[src/hw/addr_params.svh]
// Widths, thread count and address map of the write-address translation stage.
// Included by the package and by every module that sizes a port or a window.

`ifndef ADDR_PARAMS_SVH
`define ADDR_PARAMS_SVH

// Data address and offset width
`define ADDR_WORD_WIDTH      16

// Barrel threads and the width of a thread number
`define ADDR_THREAD_COUNT    8
`define ADDR_THREAD_WIDTH    3
`define ADDR_INITIAL_THREAD  0

// High memory is shared by all threads and never translated
`define ADDR_H_BASE          16'hF000
`define ADDR_H_DEPTH         16'h0800

// The two I/O windows, which sit above the end of high memory
`define ADDR_A_IO_BASE       16'hFC00
`define ADDR_A_IO_COUNT      8
`define ADDR_B_IO_BASE       16'hFE00
`define ADDR_B_IO_COUNT      8

// One Wishbone word per thread entry
`define ADDR_WB_ADR_WIDTH    3

`endif

[src/hw/addr_pkg.sv]
// Bundled types for the address path, the offset table and the Wishbone port.
// Referenced by scoped name from the RTL and the testbench.
`default_nettype none

`include "addr_params.svh"

package addr_pkg;

    typedef struct packed {
        logic                              valid;
        logic [`ADDR_WORD_WIDTH-1:0]       addr;
    } addr_req_t;

    typedef struct packed {
        logic                              valid;
        logic [`ADDR_WORD_WIDTH-1:0]       addr;
    } addr_rsp_t;

    typedef struct packed {
        logic                              en;
        logic [`ADDR_THREAD_WIDTH-1:0]     thread;
        logic [`ADDR_WORD_WIDTH-1:0]       offset;
    } offset_wr_t;

    // Master to slave, classic cycles only
    typedef struct packed {
        logic                              cyc;
        logic                              stb;
        logic                              we;
        logic [`ADDR_WB_ADR_WIDTH-1:0]     adr;
        logic [`ADDR_WORD_WIDTH-1:0]       dat;
    } wb_req_t;

    typedef struct packed {
        logic                              ack;
        logic [`ADDR_WORD_WIDTH-1:0]       dat;
    } wb_rsp_t;

endpackage

`default_nettype wire

[src/hw/address_decoder.sv]
// Registered window hit for one contiguous address range.
// Set ADDR_BASE and ADDR_COUNT per instance; hit follows addr by one clock.
`timescale 1ns/10ps
`default_nettype none

`include "addr_params.svh"

module address_decoder #(
    parameter logic [`ADDR_WORD_WIDTH-1:0] ADDR_BASE  = '0,
    parameter int unsigned                 ADDR_COUNT = 1
) (
    input  logic                        clock,
    input  logic                        arst_n,
    input  logic [`ADDR_WORD_WIDTH-1:0] addr,
    output logic                        hit
);
    // One bit wider so a window ending at the top of memory cannot wrap
    localparam logic [`ADDR_WORD_WIDTH:0] LIMIT =
        (`ADDR_WORD_WIDTH+1)'(ADDR_BASE) + (`ADDR_WORD_WIDTH+1)'(ADDR_COUNT);

    logic in_window;

    assign in_window = (addr >= ADDR_BASE) && ({1'b0, addr} < LIMIT);

    always_ff @(posedge clock or negedge arst_n) begin
        if (!arst_n) begin
            hit <= 1'b0;
        end else begin
            hit <= in_window;
        end
    end

endmodule

`default_nettype wire

[src/hw/thread_counter.sv]
// Thread number of the barrel pipeline.
// Starts at the initial thread after reset and steps by one every clock.
`timescale 1ns/10ps
`default_nettype none

`include "addr_params.svh"

module thread_counter (
    input  logic                          clock,
    input  logic                          arst_n,
    output logic [`ADDR_THREAD_WIDTH-1:0] thread
);
    localparam logic [`ADDR_THREAD_WIDTH-1:0] LAST_THREAD =
        `ADDR_THREAD_WIDTH'(`ADDR_THREAD_COUNT - 1);
    localparam logic [`ADDR_THREAD_WIDTH-1:0] FIRST_THREAD =
        `ADDR_THREAD_WIDTH'(`ADDR_INITIAL_THREAD);

    always_ff @(posedge clock or negedge arst_n) begin
        if (!arst_n) begin
            thread <= FIRST_THREAD;
        end else if (thread == LAST_THREAD) begin
            // Wrap explicitly, the thread count need not be a power of two
            thread <= '0;
        end else begin
            thread <= thread + 1'b1;
        end
    end

endmodule

`default_nettype wire

[src/hw/offset_table.sv]
// Per-thread offset registers, cleared at reset.
// One write port from the bus side and two registered read ports,
// one for the translation pipeline and one for bus read-back.
`timescale 1ns/10ps
`default_nettype none

`include "addr_params.svh"

module offset_table (
    input  logic                          clock,
    input  logic                          arst_n,
    input  addr_pkg::offset_wr_t          wr,
    input  logic [`ADDR_THREAD_WIDTH-1:0] rd_thread,
    output logic [`ADDR_WORD_WIDTH-1:0]   rd_offset,
    input  logic [`ADDR_THREAD_WIDTH-1:0] bus_thread,
    output logic [`ADDR_WORD_WIDTH-1:0]   bus_offset
);
    logic [`ADDR_WORD_WIDTH-1:0] offsets [`ADDR_THREAD_COUNT];

    always_ff @(posedge clock or negedge arst_n) begin
        if (!arst_n) begin
            for (int i = 0; i < `ADDR_THREAD_COUNT; i++) begin
                offsets[i] <= '0;
            end
        end else if (wr.en) begin
            offsets[wr.thread] <= wr.offset;
        end
    end

    // A write lands on the same edge, so reads see it from the next cycle
    always_ff @(posedge clock) begin
        rd_offset  <= offsets[rd_thread];
        bus_offset <= offsets[bus_thread];
    end

endmodule

`default_nettype wire

[src/hw/addressing.sv]
// Two-stage translation of a data address into the current thread's private data.
// Stage 1 captures the address and the thread's offset; stage 2 adds them,
// or passes the address through when use_raw_addr is set.
// use_raw_addr must already be aligned with stage 1.
`timescale 1ns/10ps
`default_nettype none

`include "addr_params.svh"

module addressing (
    input  logic                          clock,
    input  logic                          arst_n,
    input  logic                          use_raw_addr,
    input  addr_pkg::addr_req_t           req,
    input  addr_pkg::offset_wr_t          offset_wr,
    input  logic [`ADDR_THREAD_WIDTH-1:0] bus_thread,
    output logic [`ADDR_WORD_WIDTH-1:0]   bus_offset,
    output addr_pkg::addr_rsp_t           rsp
);
    logic [`ADDR_THREAD_WIDTH-1:0] thread;
    logic [`ADDR_WORD_WIDTH-1:0]   thread_offset;
    logic                          s1_valid;
    logic [`ADDR_WORD_WIDTH-1:0]   s1_addr;
    logic                          s2_valid;
    logic [`ADDR_WORD_WIDTH-1:0]   s2_addr;

    thread_counter u_thread_counter (
        .clock  (clock),
        .arst_n (arst_n),
        .thread (thread)
    );

    // The registered read port doubles as the stage 1 offset register
    offset_table u_offset_table (
        .clock      (clock),
        .arst_n     (arst_n),
        .wr         (offset_wr),
        .rd_thread  (thread),
        .rd_offset  (thread_offset),
        .bus_thread (bus_thread),
        .bus_offset (bus_offset)
    );

    always_ff @(posedge clock or negedge arst_n) begin
        if (!arst_n) begin
            s1_valid <= 1'b0;
            s2_valid <= 1'b0;
        end else begin
            s1_valid <= req.valid;
            s2_valid <= s1_valid;
        end
    end

    always_ff @(posedge clock) begin
        s1_addr <= req.addr;
        // Sum wraps at the word width
        s2_addr <= use_raw_addr ? s1_addr : s1_addr + thread_offset;
    end

    assign rsp = '{valid: s2_valid, addr: s2_addr};

endmodule

`default_nettype wire

[src/hw/addressing_d.sv]
// Translation stage for the data write address.
// High memory and both I/O windows stay untranslated; everything else gets
// the thread offset. Write enable decoding happens on the bus side.
`timescale 1ns/10ps
`default_nettype none

`include "addr_params.svh"

module addressing_d (
    input  logic                          clock,
    input  logic                          arst_n,
    input  addr_pkg::addr_req_t           req,
    input  addr_pkg::offset_wr_t          offset_wr,
    input  logic [`ADDR_THREAD_WIDTH-1:0] bus_thread,
    output logic [`ADDR_WORD_WIDTH-1:0]   bus_offset,
    output addr_pkg::addr_rsp_t           rsp
);
    logic in_high_mem;
    logic in_a_io;
    logic in_b_io;
    logic use_raw_addr;

    address_decoder #(
        .ADDR_BASE  (`ADDR_H_BASE),
        .ADDR_COUNT (`ADDR_H_DEPTH)
    ) u_high_mem (
        .clock  (clock),
        .arst_n (arst_n),
        .addr   (req.addr),
        .hit    (in_high_mem)
    );

    address_decoder #(
        .ADDR_BASE  (`ADDR_A_IO_BASE),
        .ADDR_COUNT (`ADDR_A_IO_COUNT)
    ) u_a_io (
        .clock  (clock),
        .arst_n (arst_n),
        .addr   (req.addr),
        .hit    (in_a_io)
    );

    address_decoder #(
        .ADDR_BASE  (`ADDR_B_IO_BASE),
        .ADDR_COUNT (`ADDR_B_IO_COUNT)
    ) u_b_io (
        .clock  (clock),
        .arst_n (arst_n),
        .addr   (req.addr),
        .hit    (in_b_io)
    );

    // An address in any of the three windows passes through untranslated
    assign use_raw_addr = in_high_mem | in_a_io | in_b_io;

    addressing u_addressing (
        .clock        (clock),
        .arst_n       (arst_n),
        .use_raw_addr (use_raw_addr),
        .req          (req),
        .offset_wr    (offset_wr),
        .bus_thread   (bus_thread),
        .bus_offset   (bus_offset),
        .rsp          (rsp)
    );

endmodule

`default_nettype wire

[src/hw/wb_offset_port.sv]
// Wishbone classic slave for loading and reading back the thread offsets.
// Each request gets a single ack one clock later; adr selects the thread.
`timescale 1ns/10ps
`default_nettype none

`include "addr_params.svh"

module wb_offset_port (
    input  logic                          clock,
    input  logic                          arst_n,
    input  addr_pkg::wb_req_t             wb_req,
    output addr_pkg::wb_rsp_t             wb_rsp,
    output addr_pkg::offset_wr_t          offset_wr,
    output logic [`ADDR_THREAD_WIDTH-1:0] bus_thread,
    input  logic [`ADDR_WORD_WIDTH-1:0]   bus_offset
);
    logic ack_q;
    logic new_req;

    // A request counts once, the cycle it shows up before our ack
    assign new_req = wb_req.cyc & wb_req.stb & ~ack_q;

    always_ff @(posedge clock or negedge arst_n) begin
        if (!arst_n) begin
            ack_q <= 1'b0;
        end else begin
            ack_q <= new_req;
        end
    end

    assign offset_wr = '{en: new_req & wb_req.we, thread: wb_req.adr, offset: wb_req.dat};

    // Table read port is registered, so its data lines up with the ack
    assign bus_thread = wb_req.adr;
    assign wb_rsp     = '{ack: ack_q, dat: bus_offset};

endmodule

`default_nettype wire

[src/hw/addr_xlate_top.sv]
// Top level of the write-address translation stage.
// Address requests flow through with a fixed two-clock latency; the offset
// table is loaded and read over the Wishbone port.
`timescale 1ns/10ps
`default_nettype none

`include "addr_params.svh"

module addr_xlate_top (
    input  logic                clock,
    input  logic                arst_n,
    input  addr_pkg::addr_req_t req,
    output addr_pkg::addr_rsp_t rsp,
    input  addr_pkg::wb_req_t   wb_req,
    output addr_pkg::wb_rsp_t   wb_rsp
);
    addr_pkg::offset_wr_t          offset_wr;
    logic [`ADDR_THREAD_WIDTH-1:0] bus_thread;
    logic [`ADDR_WORD_WIDTH-1:0]   bus_offset;

    wb_offset_port u_wb_offset_port (
        .clock      (clock),
        .arst_n     (arst_n),
        .wb_req     (wb_req),
        .wb_rsp     (wb_rsp),
        .offset_wr  (offset_wr),
        .bus_thread (bus_thread),
        .bus_offset (bus_offset)
    );

    addressing_d u_addressing_d (
        .clock      (clock),
        .arst_n     (arst_n),
        .req        (req),
        .offset_wr  (offset_wr),
        .bus_thread (bus_thread),
        .bus_offset (bus_offset),
        .rsp        (rsp)
    );

endmodule

`default_nettype wire

[config.mk]
export PLATFORM = sky130hd
export DESIGN_NAME = addr_xlate_top
export DESIGN_NICKNAME = d
export VERILOG_FILES = /design/src/hw/addr_pkg.sv /design/src/hw/address_decoder.sv /design/src/hw/thread_counter.sv /design/src/hw/offset_table.sv /design/src/hw/addressing.sv /design/src/hw/addressing_d.sv /design/src/hw/wb_offset_port.sv /design/src/hw/addr_xlate_top.sv
export VERILOG_INCLUDE_DIRS = /design/src /design/src/hw
export SDC_FILE = /design/constraint.sdc
export NUM_CORES = 1
export LEC_CHECK = 0
export ABC_AREA = 1
export ABC_CLOCK_PERIOD_IN_PS = 2300
export BUFFER_PORTS_ARGS = -buffer_cell sky130_fd_sc_hd__buf_2
export CAP_MARGIN = 20
export CORE_ASPECT_RATIO = 0.75
export CORE_MARGIN = 5
export CORE_UTILIZATION = 60
export DETAILED_ROUTE_END_ITERATION = 8
export PLACE_DENSITY = 0.8
export REMOVE_ABC_BUFFERS = 1
export SYNTH_ARGS = -nofsm -noshare
export SYNTH_HDL_FRONTEND = slang
export SYNTH_SLANG_ARGS = --single-unit
[constraint.sdc]
create_clock -name clock -period 2.3 [get_ports clock]
set_input_delay 0.115 -clock clock [delete_from_list [all_inputs] [get_ports clock]]
set_output_delay 0.115 -clock clock [all_outputs]
set_load 0.01 [all_outputs]
==> metrics.log <==
INFO  metric run_status = finished clean
INFO  metric initial_antenna_violation_count = 0
INFO  metric mapped_area = about 9000 µm²
INFO  metric dpl-instance-area = about 10000 µm²
INFO  metric layout_worst_path_cycle_share = 0.799
INFO  metric fp.dieArea = 17800 µm²
INFO  metric leakage = about 5.3 nW
INFO  metric max_freq = approximately 540 MHz
INFO  metric critical_path_s_most_frequent_cell = nand2_1
INFO  metric seq_area_frac_synth = 0.515
INFO  metric cts_tree = built
INFO  metric timing_hold_violations_final = 0
INFO  metric worstRegToRegCells = 9
INFO  metric crit_chain = ha_1 -> fa_1 -> nand2_1 -> nand2_1 -> nand3b_1 -> nand2_1 -> or2_2 -> nand3_1 -> nand2_1
INFO  metric post-route-cell-area = about 11000 µm²
INFO  metric netlist-cell-type-count = 36
INFO  metric area_of_the_multi_input_gates = between 3000 and 4000 µm²
INFO  metric placementRows = 39
INFO  metric layout.nets = 1300
INFO  metric synth-seq-cells = about 200
INFO  metric critPathCaptureType = flip-flop
INFO  metric fin_crit = between 1.5 and 2 ns
INFO  metric cts.htree.levels = 1
INFO  metric worst_hold_path_type = in2reg
INFO  metric critPathMaxFanout = 4
INFO  metric vdd_drop_max = slightly below 0.6 mV
INFO  metric ctsLongestPathBuffers = 3
INFO  metric dpl.hpwl = between 15000 and 20000 µm
INFO  metric cts_root_buffer = clkbuf_16
INFO  metric drt_pre_antenna_iters = 5
INFO  metric aggregate_negative_setup_slack = 0 ns
INFO  metric cts_buffers = 20
INFO  metric postCtsSetupRepairBufs = 0
INFO  metric worst_clock_skew = approximately 0.0093 ns
INFO  metric detail_route.vias_per_cell = between 5 and 6
INFO  metric synth_warnings = 0
INFO  metric finalWirelength = ~25000 µm
INFO  metric first_iter_violations = just under 1000
INFO  metric area_growth = 17.9%
INFO  metric grt_pass1_vias = about 7600
INFO  metric post_synth_inst_count = approximately 1100
INFO  metric worst_path_max_delay_cell = fa_1
INFO  metric io_buffers = 74
INFO  metric dieHeight = about 120 µm
INFO  metric grt_pass1_wl = 40700 µm
INFO  metric clkSlewWorstSetupHoldPaths = ~0.060 ns
INFO  metric element_type_at_the_critical_path_start = flip-flop
INFO  metric floorplan.die.width = approximately 150 µm
INFO  metric timing.critical_path.slowest_cell_delay = 0.42 ns
INFO  metric min_path_cells = 3
INFO  metric place.gp.congestion = 0.900
INFO  metric antennaDiodeCount = 0
INFO  metric wire_per_inst = around 17 µm
INFO  metric fp.coreArea = between 15000 and 20000 µm²
INFO  metric max_cap_violations = 0
INFO  metric worstSetupPathType = reg2reg
INFO  metric cp.required = 2.69 ns
INFO  metric worst_ep_arrival_time = between 2 and 2.5 ns
INFO  metric register_area = around 4700 µm²
INFO  metric drc = 0
INFO  metric total_vias_in_the_final_route = between 8000 and 9000
INFO  metric pin_count = 75
INFO  metric timing.final.max_slew_violations = 0
INFO  metric global_route.overflow_total = 0
INFO  metric clkLatencyLatePin = between 0.4 and 0.5 ns
INFO  metric initial_core_utilization = 0.607
INFO  metric pwr_density_cell = between 800 and 900 nW/µm²
INFO  metric avgSynthCellArea = ~8.0 µm²
INFO  metric layout.cells.non_filler = ~1500
INFO  metric worst_slew_pin_slew = between 0.5 and 0.6 ns
INFO  metric dp_cells = 1395
INFO  metric fillers = ~1200
INFO  metric groute.usage.overall = 0.284
INFO  metric cts.sink_count = approximately 200
INFO  metric maxSlewHeadroom = 0.629
INFO  metric setup_repair_after_global_routing_missed_its_margin = no
INFO  metric antenna_left = 0
INFO  metric finalSetupViolations = 0
INFO  metric largest_net_degree_at_the_start_of_global_routing = 58
INFO  metric power.total = approximately 9.7 mW
INFO  metric postLayoutCoreUtil = 0.715
INFO  metric post_route_cells_drive_above_1_share = 0.122
## flip-flops by register name (all words and copies together) (netlist names), 3 cells and up
signal                                                 flops
u_addressing_d.u_addressing.s1_addr                       16
u_addressing_d.u_addressing.s2_addr                       16
u_addressing_d.u_addressing.u_offset_table.offsets       128
u_addressing_d.u_addressing.u_thread_counter.thread        3
u_addressing_d.u_addressing.u_offset_table.rd_offset      16
u_addressing_d.u_addressing.u_offset_table.bus_offset     16
## what timing repair did
action	in CTS	in global routing
hold buffers	29	0
hold endpoints to repair	124	0
resized for setup	0	0
## per-layer routing
layer / wire length (µm) / share of wire / GRT usage
met1: 11300 / 0.45 / 0.421
met2: 10800 / 0.43 / 0.425
met3: 2630 / 0.10 / 0.0588
met4: 624 / 0.025 / 0.0878
met5: 0 / 0 / 0
## final timing paths
kind	slack, ns	to	start
setup / recovery	0.46	u_addressing_d.u_addressing.s2_addr[6]	flip-flop
hold reg to reg	0.36	u_addressing_d.u_addressing.s2_valid	u_addressing_d.u_addressing.s1_valid
max in group asynchronous	1.49	asynchronous set/reset pin	arst_n
hold / removal	0.005	flip-flop	wb_req[4]
setup reg to reg	0.46	u_addressing_d.u_addressing.s2_addr[6]	flip-flop
min in group asynchronous	0.13	asynchronous set/reset pin	arst_n
## cell type report
class,count,area share
repair buffers,134,0.0869
well taps,205,0.0238
clock inverters,6,0.00789
inverters,100,0.0348
clock buffers,30,0.0566
flip-flops and latches,201,0.437
multi-input cells,784,0.353
## per-stage QoR
stage / worst slack [ns] / hold WS, ns
6_report: 0.463 / 0.00543
2_1_floorplan: -0.127 / -0.181
3_5_place_dp: 0.493 / 0.0865
5_1_grt: 0.366 / 0.0167
3_3_place_gp: 0.544 / 0.0797
4_1_cts: 0.483 / 0.000913
## cells in the final DEF (no fill, tap or decap), types with 4 or more instances in the layout
master	netlist	routed
a21oi_1	40	40
a22o_1	15	15
a22oi_1	16	16
a31oi_1	16	16
buf_2	19	73
buf_4	2	28
clkbuf_1	36	5
clkbuf_16	0	22
dfrtp_1	137	136
dfxtp_1	64	64
dlygate4sd3_1	0	29
ha_1	17	17
inv_1	92	92
inv_2	7	7
nand2_1	292	292
nand3_1	25	25
nand3b_1	5	5
nand4_1	16	16
nor2_1	106	106
nor3_1	4	4
o21ai_0	194	194
o22ai_1	15	15
or2_2	5	5
## kinds of logic (layout without fill, tap and decap cells)
group	Yosys count	count (layout)	share of synthesized area
flip-flops	201	201	0.515
buffers and inverters	160	270	0.0691
AO/OA/AOI/OAI	302	302	0.181
adder cells (fa/ha/maj)	18	18	0.0254
XOR/XNOR	5	5	0.00479
AND/OR/NAND/NOR	459	459	0.204
## worst max-delay path, delay by kind of cell (launching register included)
| family | cells | cell delay [ns] |
|---|---|---|
| adders and majority gates | 2 | 0.64 |
| and+or+nand+nor | 7 | 0.80 |
| DFF | 1 | 0.31 |
## Yosys cell counts (all sizes together)
cell,count,share of area
a21oi,40,0.022
a221oi,2,0.0019
a22o,15,0.014
a22oi,16,0.013
a31oi,16,0.011
and2,1,0.00068
buf,24,0.013
clkbuf,36,0.015
clkinv,1,0.00041
dfrtp,137,0.37
dfxtp,64,0.14
fa,1,0.0022
ha,17,0.023
inv,99,0.041
nand2,292,0.12
nand3,26,0.015
nand3b,5,0.0041
nand4,16,0.011
nor2,106,0.044
nor3,6,0.0051
nor3b,1,0.0014
nor4,1,0.00068
o211ai,1,0.00082
o21a,1,0.00082
o21ai,196,0.11
o22ai,15,0.010
or2,5,0.0034
xnor2,3,0.0029
xor2,2,0.0019
## power breakdown
group | switching [mW] | internal, mW
clock | 1.35 | 2.07
sequential | 0.392 | 4.15
combinational | 1.01 | 0.691
Note: power is estimated with default switching activity, not from simulation.
